**src/cpu_bus_pkg.sv**
```systemverilog
`default_nettype none

package cpu_bus_pkg;

   // Bus widths
   localparam int axi_addr_w = 32;
   localparam int axi_data_w = 64;
   localparam int axi_strb_w = 8;                       // One strobe per data byte
   localparam int axi_tag_w  = 3;                       // ID width seen by each source
   localparam int axi_id_w   = 4;                       // Tag plus one source bit
   localparam int axi_len_w  = 8;

   // Source numbering inside the SoC-side ID
   localparam logic src_ibus = 1'b0;
   localparam logic src_dbus = 1'b1;

   typedef logic [axi_tag_w-1:0] axi_tag_t;

   typedef struct packed {
      logic     src;                                    // Issuing CPU port
      axi_tag_t tag;                                    // Source's own ID
   } axi_id_fields_t;

   // SoC-side ID, read either as a plain word or split into source and tag
   typedef union packed {
      logic [axi_id_w-1:0] raw;
      axi_id_fields_t      fld;
   } axi_id_u;

   typedef struct packed {
      logic [axi_addr_w-1:0] addr;
      axi_tag_t              tag;
      logic [axi_len_w-1:0]  len;                       // Beats minus one
      logic [2:0]            size;
      logic [1:0]            burst;
   } axi_ar_src_t;

   typedef struct packed {
      logic [axi_addr_w-1:0] addr;
      axi_id_u               id;
      logic [axi_len_w-1:0]  len;
      logic [2:0]            size;
      logic [1:0]            burst;
   } axi_ar_t;

   typedef struct packed {
      logic [axi_data_w-1:0] data;
      axi_tag_t              tag;
      logic [1:0]            resp;
      logic                  last;                      // Final beat of the burst
   } axi_r_src_t;

   typedef struct packed {
      logic [axi_data_w-1:0] data;
      axi_id_u               id;
      logic [1:0]            resp;
      logic                  last;
   } axi_r_t;

   typedef struct packed {
      logic [axi_addr_w-1:0] addr;
      axi_tag_t              tag;
      logic [axi_len_w-1:0]  len;
      logic [2:0]            size;
      logic [1:0]            burst;
   } axi_aw_src_t;

   typedef struct packed {
      logic [axi_addr_w-1:0] addr;
      axi_id_u               id;
      logic [axi_len_w-1:0]  len;
      logic [2:0]            size;
      logic [1:0]            burst;
   } axi_aw_t;

   typedef struct packed {
      logic [axi_data_w-1:0] data;
      logic [axi_strb_w-1:0] strb;
      logic                  last;
   } axi_w_t;

   typedef struct packed {
      axi_tag_t   tag;
      logic [1:0] resp;
   } axi_b_src_t;

   typedef struct packed {
      axi_id_u    id;
      logic [1:0] resp;
   } axi_b_t;

endpackage

`default_nettype wire

```
**src/axi_ar_arbiter.sv**
```systemverilog
`default_nettype none

module axi_ar_arbiter (
   input  wire logic                     clock,
   input  wire logic                     rst,

   // Instruction bus read address
   input  wire logic                     ibus_ar_valid,
   output logic                          ibus_ar_ready,
   input  wire cpu_bus_pkg::axi_ar_src_t ibus_ar,

   // Data bus read address
   input  wire logic                     dbus_ar_valid,
   output logic                          dbus_ar_ready,
   input  wire cpu_bus_pkg::axi_ar_src_t dbus_ar,

   // Registered SoC read address
   output logic                          m_ar_valid,
   input  wire logic                     m_ar_ready,
   output cpu_bus_pkg::axi_ar_t          m_ar
);

   import cpu_bus_pkg::*;

   logic        stage_full;                             // Output register holds a request
   logic        ar_enable;                              // Low in the first cycle after reset
   logic        last_src;                               // Source granted most recently
   logic        can_load;
   logic        grant_ibus;
   logic        grant_dbus;
   logic        ibus_take;
   logic        dbus_take;
   logic        win_src;
   axi_ar_src_t win_ar;

   // Stage frees in the same cycle the SoC takes its request
   assign can_load = ar_enable && (!stage_full || m_ar_ready);

   // Round robin, on a tie the source not granted last wins
   assign grant_ibus = ibus_ar_valid && (!dbus_ar_valid || (last_src == src_dbus));
   assign grant_dbus = dbus_ar_valid && (!ibus_ar_valid || (last_src == src_ibus));

   // The losing source sees ready low and keeps its request waiting
   assign ibus_ar_ready = can_load && !grant_dbus;
   assign dbus_ar_ready = can_load && !grant_ibus;

   assign ibus_take = ibus_ar_valid && ibus_ar_ready;
   assign dbus_take = dbus_ar_valid && dbus_ar_ready;

   assign win_src = dbus_take ? src_dbus : src_ibus;
   assign win_ar  = dbus_take ? dbus_ar : ibus_ar;

   assign m_ar_valid = stage_full;

   always_ff @(posedge clock) begin
      if (rst) begin
         stage_full <= 1'b0;
         ar_enable  <= 1'b0;
         last_src   <= src_dbus;                        // So ibus wins the first tie
      end else begin
         ar_enable <= 1'b1;
         if (ibus_take || dbus_take) begin
            stage_full <= 1'b1;
            last_src   <= win_src;
         end else if (m_ar_ready) begin
            stage_full <= 1'b0;                         // Drained, nothing new
         end
      end
   end

   // Request payload, loaded only on a source handshake
   always_ff @(posedge clock) begin
      if (ibus_take || dbus_take) begin
         m_ar.addr       <= win_ar.addr;
         m_ar.id.fld.src <= win_src;                    // Tag goes under the source bit
         m_ar.id.fld.tag <= win_ar.tag;
         m_ar.len        <= win_ar.len;
         m_ar.size       <= win_ar.size;
         m_ar.burst      <= win_ar.burst;
      end
   end

endmodule

`default_nettype wire

```
**src/axi_r_router.sv**
```systemverilog
`default_nettype none

module axi_r_router (
   // SoC read data
   input  wire logic                  m_r_valid,
   output logic                       m_r_ready,
   input  wire cpu_bus_pkg::axi_r_t   m_r,

   // Instruction bus read data
   output logic                       ibus_r_valid,
   input  wire logic                  ibus_r_ready,
   output cpu_bus_pkg::axi_r_src_t    ibus_r,

   // Data bus read data
   output logic                       dbus_r_valid,
   input  wire logic                  dbus_r_ready,
   output cpu_bus_pkg::axi_r_src_t    dbus_r
);

   import cpu_bus_pkg::*;

   logic       to_dbus;                                 // Beat belongs to the data bus
   axi_r_src_t beat;

   assign to_dbus = (m_r.id.fld.src == src_dbus);

   // Same stripped beat goes to both, only valid is steered
   always_comb begin
      beat.data = m_r.data;
      beat.tag  = m_r.id.fld.tag;                       // Bare tag back to the source
      beat.resp = m_r.resp;
      beat.last = m_r.last;
   end

   assign ibus_r = beat;
   assign dbus_r = beat;

   assign ibus_r_valid = m_r_valid && !to_dbus;
   assign dbus_r_valid = m_r_valid && to_dbus;

   // Back-pressure comes only from the addressed source
   assign m_r_ready = to_dbus ? dbus_r_ready : ibus_r_ready;

endmodule

`default_nettype wire

```
**src/cpu_axi_bridge.sv**
```systemverilog
`default_nettype none

module cpu_axi_bridge (
   input  wire logic                     clock,
   input  wire logic                     rst,

   // Instruction bus, read only
   input  wire logic                     ibus_ar_valid,
   output logic                          ibus_ar_ready,
   input  wire cpu_bus_pkg::axi_ar_src_t ibus_ar,
   output logic                          ibus_r_valid,
   input  wire logic                     ibus_r_ready,
   output cpu_bus_pkg::axi_r_src_t       ibus_r,

   // Data bus
   input  wire logic                     dbus_ar_valid,
   output logic                          dbus_ar_ready,
   input  wire cpu_bus_pkg::axi_ar_src_t dbus_ar,
   output logic                          dbus_r_valid,
   input  wire logic                     dbus_r_ready,
   output cpu_bus_pkg::axi_r_src_t       dbus_r,
   input  wire logic                     dbus_aw_valid,
   output logic                          dbus_aw_ready,
   input  wire cpu_bus_pkg::axi_aw_src_t dbus_aw,
   input  wire logic                     dbus_w_valid,
   output logic                          dbus_w_ready,
   input  wire cpu_bus_pkg::axi_w_t      dbus_w,
   output logic                          dbus_b_valid,
   input  wire logic                     dbus_b_ready,
   output cpu_bus_pkg::axi_b_src_t       dbus_b,

   // SoC master port
   output logic                          m_ar_valid,
   input  wire logic                     m_ar_ready,
   output cpu_bus_pkg::axi_ar_t          m_ar,
   input  wire logic                     m_r_valid,
   output logic                          m_r_ready,
   input  wire cpu_bus_pkg::axi_r_t      m_r,
   output logic                          m_aw_valid,
   input  wire logic                     m_aw_ready,
   output cpu_bus_pkg::axi_aw_t          m_aw,
   output logic                          m_w_valid,
   input  wire logic                     m_w_ready,
   output cpu_bus_pkg::axi_w_t           m_w,
   input  wire logic                     m_b_valid,
   output logic                          m_b_ready,
   input  wire cpu_bus_pkg::axi_b_t      m_b
);

   import cpu_bus_pkg::*;

   axi_ar_arbiter u_ar_arbiter (
      .clock         (clock),
      .rst           (rst),
      .ibus_ar_valid (ibus_ar_valid),
      .ibus_ar_ready (ibus_ar_ready),
      .ibus_ar       (ibus_ar),
      .dbus_ar_valid (dbus_ar_valid),
      .dbus_ar_ready (dbus_ar_ready),
      .dbus_ar       (dbus_ar),
      .m_ar_valid    (m_ar_valid),
      .m_ar_ready    (m_ar_ready),
      .m_ar          (m_ar)
   );

   axi_r_router u_r_router (
      .m_r_valid    (m_r_valid),
      .m_r_ready    (m_r_ready),
      .m_r          (m_r),
      .ibus_r_valid (ibus_r_valid),
      .ibus_r_ready (ibus_r_ready),
      .ibus_r       (ibus_r),
      .dbus_r_valid (dbus_r_valid),
      .dbus_r_ready (dbus_r_ready),
      .dbus_r       (dbus_r)
   );

   // Only the data bus writes, so its channels go straight through
   assign m_aw_valid    = dbus_aw_valid;
   assign dbus_aw_ready = m_aw_ready;

   always_comb begin
      m_aw.addr       = dbus_aw.addr;
      m_aw.id.fld.src = src_dbus;                       // Widen the tag to a SoC ID
      m_aw.id.fld.tag = dbus_aw.tag;
      m_aw.len        = dbus_aw.len;
      m_aw.size       = dbus_aw.size;
      m_aw.burst      = dbus_aw.burst;
   end

   assign m_w_valid    = dbus_w_valid;
   assign dbus_w_ready = m_w_ready;
   assign m_w          = dbus_w;

   assign dbus_b_valid = m_b_valid;
   assign m_b_ready    = dbus_b_ready;

   always_comb begin
      dbus_b.tag  = m_b.id.raw[axi_tag_w-1:0];          // Low bits carry the tag
      dbus_b.resp = m_b.resp;
   end

endmodule

`default_nettype wire

```
**config.mk**
```make
export PLATFORM = sky130hd
export DESIGN_NAME = cpu_axi_bridge
export DESIGN_NICKNAME = d
export VERILOG_FILES = /design/src/cpu_bus_pkg.sv /design/src/axi_ar_arbiter.sv /design/src/axi_r_router.sv /design/src/cpu_axi_bridge.sv
export SDC_FILE = /design/constraint.sdc
export NUM_CORES = 1
export LEC_CHECK = 0
export BUFFER_PORTS_ARGS = -buffer_cell sky130_fd_sc_hd__clkbuf_2
export CORE_AREA = 3 3 248 250
export DETAILED_ROUTE_END_ITERATION = 10
export DIE_AREA = 0 0 251 253
export GPL_ROUTABILITY_DRIVEN = 1
export PLACE_DENSITY = 0.37
export SLEW_MARGIN = 0
export SYNTH_ARGS = -nofsm -noshare
export SYNTH_HDL_FRONTEND = slang
export SYNTH_SLANG_ARGS = --single-unit
export TNS_END_PERCENT = 5
```
**constraint.sdc**
```tcl
create_clock -name clock -period 4.1 [get_ports clock]
set_input_delay 0.205 -clock clock [delete_from_list [all_inputs] [get_ports clock]]
set_output_delay 0.205 -clock clock [all_outputs]
set_load 0.05 [all_outputs]
```
==> impl_results.md, run 1 <==
* Final slew viol count at 0
* Row Count at 89
* Final setup vio count at 0
* Global route overflow at 0
* Crit path launch type: register
* Root buf cell: clkbuf_16
* RSZ-0062 raised after global routing: no
* Largest net degree at the start of global routing at 50
* Final Hold Fails at 0
* Synthesized area at 0.00431 mm2
* Detail-routed via count per cell at 1.99
* First-pass GRT wire length at 25.1 mm
* Synthesis-stage register bit count at 52
* Worst clock skew at 0.0102 ns
* CP max FO at 49
* DRC at 0
* Num CTS Buffers at 5
* Cell Int Power at 1.08 mW
* Max Cap Viol at 0
* DR iter-0 viols at 99
* Register clock-pin slew on the reported worst setup and hold paths at 0.07 ns
* Post-synth cell types at 19
* Ranking of synthesized cells by area: buf_4 (48%), edfxtp_1 (34%), mux2_2 (10%)
* CTS Hold Bufs at 0
* Post-CTS Resized at 0
* Top-area cell type share of the netlist area at 47.6%
* Clock power frac at 36.5%
* Min-Delay Startpoint: rst
* Critical path class: reg2reg
* Initial antenna violation count at 0
* P&R area growth vs syn at -2.59%
* Hpwl dp at 19.7 mm
* Period utilisation layout at 50.9%
* Setup TNS at 0 ns
* Pleak at 1.56 nW
* CP Launch Point: u_ar_arbiter.last_src
* Area leader, netlist: buf_4
* Final ANT Viol Nets at 0
* Antenna cell count at 0
* Clock sinks at 52
* CTS Buffer Depth at 2
* Chip Width at 251 um
* I/O Buffers at 159
* Skew-Pair Late Insertion Delay at 0.29 ns
* Final min period at 2.09 ns
* Fmax at 0.479 GHz
* WHS at 0.0883 ns
* Layout net count at 595
* Gpl congestion at 0.657
* Synth Instances at 398
* Syn_nets at 706
* Status: finished clean
* Seq/Total Area, Yosys at 35.6%
* Vias in the first global route at 2217
* Initial core utilization at 7.27%
* Layout cells sized above 1 at 76.0%
* Commonest non-fill, non-tap cell in the layout: clkbuf_2
* PD cells at 350 mW/mm2
* Routed len/inst at 20.3 um
* Worst vdd ir at 107 uV
* Final WL at 21.5 mm
* Mean Syn Cell Area at 10.8 um2
* Switch Pwr at 0.393 mW
* Reg-to-Reg Start: u_ar_arbiter.last_src
* Total GRT Usage at 6.23%
* Core Region at 0.0592 mm2
* Initial DRT Pass Iterations at 4
* Warnings, synthesis at 0
* Most frequent cells in the layout: clkbuf_2 (159), edfxtp_1 (49), mux2_2 (40), mux2_4 (9), clkbuf_16 (5)
* Worst slew pin tran at 0.994 ns
* Seq pwr share at 43.2%
* Worst slew margin at 33.6%
* TritonCTS clock tree: yes
* Setup crit end kind: register
* Vias at 2113
* Hold Path Class: in2reg
* Logic pwr share at 20.3%
* H-tree Lvls at 2
* Sw Ratio at 26.8%
* Critical Path RT at 4.14 ns
* Critical path arrival at 2.12 ns
* Boundary Pins at 636
* Die H at 253 um
* Die Footprint at 0.0635 mm2
* Buffers inserted during post-CTS setup optimization at 0
-- power by group through the flow --
stage	logic, mW	registers [mW]	clock network, mW
6_report	0.298	0.635	0.536
5_1_grt	0.316	0.638	0.584
4_1_cts	0.304	0.636	0.570
3_5_place_dp	0.303	0.648	0
3_3_place_gp	0.305	0.647	0
2_1_floorplan	0.799	0.762	0
-- cell type report --
cell class                      instances  area [um2]
Fill cell                            6920       55000
Sequential cell                        52        1530
Tap cell                              773         967
Timing Repair Buffer                  160         803
Multi-Input combinational cell         65         693
Clock buffer                            6         129
Clock inverter                          2        60.1
Inverter                                3        11.3
-- cell families (layout without fill, tap and decap cells) --
family                 after synthesis  in the layout  synth area share, %
and+or+nand+nor                     10             10                 1.37
DFF                                 52             52                 35.6
AOI/OAI and AO/OA                    5              5                0.668
muxes                               49             49                 13.6
other                                1              1               0.0871
buffers and inverters              281            171                 48.7
-- state kept, by name (all words and copies together), names as in the netlist --
name	count
u_ar_arbiter.m_ar	49
u_ar_arbiter.ar_enable	1
u_ar_arbiter.last_src	1
u_ar_arbiter.m_ar_valid	1
-- worst max-delay path: stages, from the launching register on --
cell     delay, ns
dfxtp_1       0.31
nand2_1       0.11
nand4_4       0.76
mux2_2        0.62
-- through the flow --
step	instance area (um2)	util [%]	total power [mW]	setup WS (ns)	cells
finish	4200	7.08	1.47	2.01	1061
global route	4200	7.08	1.54	1.84	1061
CTS	4200	7.08	1.51	1.89	1061
detailed placement	4010	6.76	0.951	1.84	1053
global placement	4010	6.76	0.952	1.92	1053
floorplan	4310	-	1.56	0.813	398
-- final timing paths --
kind	end	slack, ns	cells after the start
max	u_ar_arbiter.m_ar[14]	2.01	3
min	u_ar_arbiter.m_ar_valid	0.09	2
max reg2reg	u_ar_arbiter.m_ar[14]	2.01	3
min reg2reg	u_ar_arbiter.last_src	0.52	2
-- synthesized netlist by cell type --
library cell,n
buf_4,273
o21ai_0,1
a21oi_1,3
mux2_4,9
o221ai_1,1
and3_1,1
conb_1,1
buf_2,3
dfxtp_1,3
nand4_2,1
nand2b_2,1
and2_1,1
buf_6,2
mux2_2,40
inv_1,3
nand2_1,3
nor2_1,2
edfxtp_1,49
nor2b_1,1
-- routing by layer --
layer | up-vias | wire [um] | track usage, %
met3 | 70 | 6280 | 8.10
met4 | 2 | 1040 | 3.43
met5 | - | 95 | 1.13
met1 | 794 | 3640 | 2.84
met2 | 445 | 10500 | 10.9
li1 | 802 | - | -
(Power assumes the default switching activity.)
==> run 2, diff against run 1 <==
CORE_AREA = 3 3 246 248   (was 3 3 248 250)
DIE_AREA = 0 0 249 251   (was 0 0 251 253)
PLACE_DENSITY = 0.38   (was 0.37)
clock period = 1.81 ns   (was 4.1 ns; I/O delays follow)
==> impl_results.md, run 2 (same netlist as run 1, synthesis figures left out) <==
* Status: finished clean
* Clock sinks at 52
* Hold Path Class: in2reg
* Setup WS pre-CTS at 0.351 ns
* Final slew viol count at 0
* H-tree Lvls at 2
* Reg2Reg Depth at 4
* Placed Area at 0.00405 mm2
* Layout cells sized above 1 at 76.6%
* Hold path cells at 2
* Commonest non-fill, non-tap cell in the layout: clkbuf_2
* Final min period at 1.45 ns
* Chip Width at 249 um
* DR iter-0 viols at 64
* Hpwl dp at 21.2 mm
* Setup TNS at 0 ns
* DRC at 0
* Die Footprint at 0.0625 mm2
* P&R area growth vs syn at -1.66%
* Initial antenna violation count at 1
* Initial DRT Pass Iterations at 4
* Row Count at 89
* Worst vdd ir at 352 uV
* CP Launch Point: u_ar_arbiter.last_src
* Fillers at 6824
* Setup crit end kind: register
* Fmax at 0.691 GHz
* Critical path class: reg2reg
* Worst setup margin at 0.362 ns
* Final setup vio count at 0
* Antenna cell count at 0
* Pleak at 1.58 nW
* Reg-to-Reg Start: u_ar_arbiter.last_src
* PD cells at 772 mW/mm2
* Global route overflow at 0
* Largest net degree at the start of global routing at 50
* Core Region at 0.0587 mm2
* Register clock-pin slew on the reported worst setup and hold paths at 0.07 ns
* RSZ-0062 raised after global routing: no
* I/O Buffers at 159
* Skew-Pair Late Insertion Delay at 0.30 ns
* Num CTS Buffers at 5
* Final WL at 23.3 mm
* TritonCTS clock tree: yes
* Vias in the first global route at 2322
* CP max FO at 37
* Worst clock skew at 0.00730 ns
* First-pass GRT wire length at 28.3 mm
* Met1 Usage GRT at 2.94%
* Period utilisation layout at 80.0%
* Final instance area at 0.00424 mm2
* Max reg flops at 49
* Met3 capacity usage during global routing at 9.40%
* Most frequent cells in the layout: clkbuf_2 (159), edfxtp_1 (49), mux2_2 (40), mux2_4 (9), clkbuf_16 (5)
* Root buf cell: clkbuf_16
* Critical Path End: u_ar_arbiter.m_ar[29]
* Gpl congestion at 0.743
* Crit path launch type: register
* Max Cap Viol at 0
* Die H at 251 um
* R2R Path End: u_ar_arbiter.m_ar[29]
* Routed len/inst at 21.9 um
* Final ANT Viol Nets at 0
* Detail-routed via count per cell at 2.06
* Critical Path RT at 1.86 ns
* Layout net count at 598
* Buffers inserted during post-CTS setup optimization at 0
* Met2 GRT Util at 12.5%
* CTS Buffer Depth at 2
* Initial core utilization at 7.34%
* Total GRT Usage at 7.02%
* Vias at 2197
* Busiest grt layer: met2
* Critical path arrival at 1.50 ns
* Flop-to-flop setup slack at 0.36 ns
* Boundary Pins at 636
* Final Hold Fails at 0
* Most flops, register: u_ar_arbiter.m_ar
-- run 2: routing by layer --
metal  wire length [um]  part of all wire, %
met1               3640                   16
met2              11500                   49
met3               6850                   29
met4               1290                  5.5
met5                  0                    0
-- run 2: report_power, final --
group | internal [mW] | leakage, nW | switching (mW)
Combinational | 0.235 | 1.00 | 0.452
Sequential | 1.42 | 0.492 | 0.0219
Clock | 0.694 | 0.0871 | 0.451
-- run 2: what timing repair did --
item                                   CTS  global route
gates resized for setup                  0             0
hold buffers                             1             0
endpoints found under the hold margin    2             0
-- run 2: cell type report --
cell class	instances	area (um2)	area share [%]
clock buffer	6	139	3.28
clock inverter	2	38.8	0.916
inverter	3	11.3	0.266
multi-input combinational	65	693	16.4
sequential	52	1530	36.2
tap	773	967	22.8
timing repair buffer	163	853	20.1
-- run 2: worst min-delay path by stage --
stage                           start                       to  slack [ns]
after floorplan                   rst  u_ar_arbiter.m_ar_valid        0.15
after global placement         m_b[0]                dbus_b[0]        0.18
after detailed placement       m_b[0]                dbus_b[0]        0.18
after CTS                 ibus_ar[41]    u_ar_arbiter.m_ar[42]        0.07
after global routing      ibus_ar[47]    u_ar_arbiter.m_ar[48]        0.08
final                     ibus_ar[41]    u_ar_arbiter.m_ar[42]        0.09
-- run 2: stage by stage --
stage               instances  hold WS [ns]  util [%]  power, mW
floorplan                 398         0.152         -       3.54
global placement         1055         0.181      6.90       2.16
detailed placement       1055         0.181      6.90       2.16
CTS                      1064        0.0675      7.22       3.36
global route             1064        0.0769      7.22       3.44
finish                   1064        0.0883      7.22       3.27
-- run 2: critical path: stages, from the launching register on --
cell	delay [ns]
dfxtp_1	0.33
nand2_1	0.10
nand4_4	0.13
buf_12	0.23
mux2_2	0.37
==> run 3, diff against run 2 <==
clock period = 1.22 ns   (was 1.81 ns; I/O delays follow)
==> impl_results.md, run 3 (same netlist as run 1, synthesis figures left out) <==
* Pleak at 1.64 nW
* Hold Path Class: in2reg
* Detail-routed via count per cell at 2.06
* Final ANT Viol Nets at 0
* DP Cell Count at 1064
* Hold path cells at 2
* Worst setup margin at -0.159 ns
* Gpl congestion at 0.726
* Critical path class: reg2reg
* Initial DRT Pass Iterations at 4
* Vias at 2213
* Critical Path RT at 1.27 ns
* Failing checks: negative setup slack
* Largest net degree at the start of global routing at 22
* Slowest cell on crit path: dfxtp_4
* Global route overflow at 0
* Hpwl dp at 21.5 mm
* Final Hold Fails at 0
* Max reg flops at 49
* Setup crit end kind: register
* CTS Buffer Depth at 2
* Final Non-Filler Cells at 1073
* DRC at 0
* Final setup vio count at 99
* Initial antenna violation count at 0
* Period utilisation layout at 113%
* Reg2Reg Depth at 4
* Antenna cell count at 0
* Critical path's largest stage delay at 0.36 ns
* Final core occ at 7.45%
* Fmax at 0.725 GHz
* Clock sinks at 52
* Area of the multi-input gates at 739 um2
* First-pass GRT wire length at 28.5 mm
* Routed len/inst at 21.7 um
* Critical Path, Cell by Cell: nand2b_4 -> nand4_4 -> buf_12 -> mux2_2
* Register clock-pin slew on the reported worst setup and hold paths at 0.07 ns
* Initial core utilization at 7.34%
* Row Count at 89
* Vias in the first global route at 2376
* Status: finished, violations left
* PD cells at 1070 mW/mm2
* RSZ-0062 raised after global routing: yes
* Max Cap Viol at 0
* Layout cells sized above 1 at 79.0%
* Critical path arrival at 1.43 ns
* Buffers inserted during post-CTS setup optimization at 0
* I/O Buffers at 159
* Die H at 251 um
* Worst vdd ir at 531 uV
* P&R area growth vs syn at 1.45%
* Final slew viol count at 0
* Num CTS Buffers at 5
* Setup WS pre-CTS at -0.198 ns
* Final instance area at 0.00437 mm2
* Crit path launch type: register
* Final min period at 1.38 ns
* Placed Area at 0.00414 mm2
* FF+latch area at 0.00154 mm2
* Worst clock skew at 0.00497 ns
* Core Region at 0.0587 mm2
* Most flops, register: u_ar_arbiter.m_ar
* Fillers at 6824
* CP max FO at 21
* Commonest non-fill, non-tap cell in the layout: clkbuf_2
* Total GRT Usage at 7.04%
* Chip Width at 249 um
* Final WL at 23.3 mm
* DR iter-0 viols at 89
* Most frequent cells in the layout: clkbuf_2 (157), edfxtp_1 (49), mux2_2 (39), mux2_4 (10)
* H-tree Lvls at 2
* Skew-Pair Late Insertion Delay at 0.30 ns
* Layout net count at 607
* Root buf cell: clkbuf_16
* Boundary Pins at 636
* TritonCTS clock tree: yes
* Die Footprint at 0.0625 mm2
-- run 3: power breakdown --
| group | internal (mW) | switching, mW |
|---|---|---|
| clock network | 0.767 | 0.663 |
| registers | 2.10 | 0.0390 |
| logic | 0.398 | 0.687 |
-- run 3: what timing repair did --
item / CTS / global route
cloned: 0 / 0
setup endpoints to repair: 99 / 99
hold endpoints to repair: 3 / 0
hold buffers: 1 / 0
gates resized for setup: 15 / 4
-- run 3: final timing paths --
path	start	end	slack, ns
max	u_ar_arbiter.m_ar_valid	u_ar_arbiter.m_ar[23]	-0.16
min	dbus_ar[44]	u_ar_arbiter.m_ar[45]	0.06
max reg2reg	u_ar_arbiter.m_ar_valid	u_ar_arbiter.m_ar[23]	-0.16
min reg2reg	u_ar_arbiter.last_src	u_ar_arbiter.last_src	0.55
-- run 3: cell type report --
type	count	area share, %
inverter	3	0.258
multi-input combinational	65	16.9
timing repair buffer	172	22.2
sequential	52	35.2
tap	773	22.1
clock inverter	2	0.372
clock buffer	6	2.95
-- run 3: stage by stage --
| stage | hold slack (ns) | total power, mW | setup TNS [ns] |
|---|---|---|---|
| 3_5_place_dp | 0.122 | 3.25 | -10.42 |
| 4_1_cts | 0.0440 | 4.75 | -8.92 |
| 2_1_floorplan | 0.120 | 5.25 | -34.60 |
| 6_report | 0.0591 | 4.65 | -7.51 |
| 5_1_grt | 0.0435 | 4.89 | -13.86 |
| 3_3_place_gp | 0.122 | 3.25 | -10.00 |
-- run 3: routing by layer --
metal  track usage [%]  wire [um]  up-vias  part of all wire [%]
li1                  -          -      823                     -
met1              3.54       4080      868                    17
met2              11.9      11100      451                    48
met3              9.20       6780       69                    29
met4              3.97       1310        2                   5.6
met5             0.376         34        -                  0.15
-- run 3: worst max-delay path, delay by kind of cell, from the launching register on --
kind	cells	cell delay [ns]
buffers and inverters	1	0.20
flip-flops	1	0.36
multiplexers	1	0.36
AND/OR/NAND/NOR	2	0.20
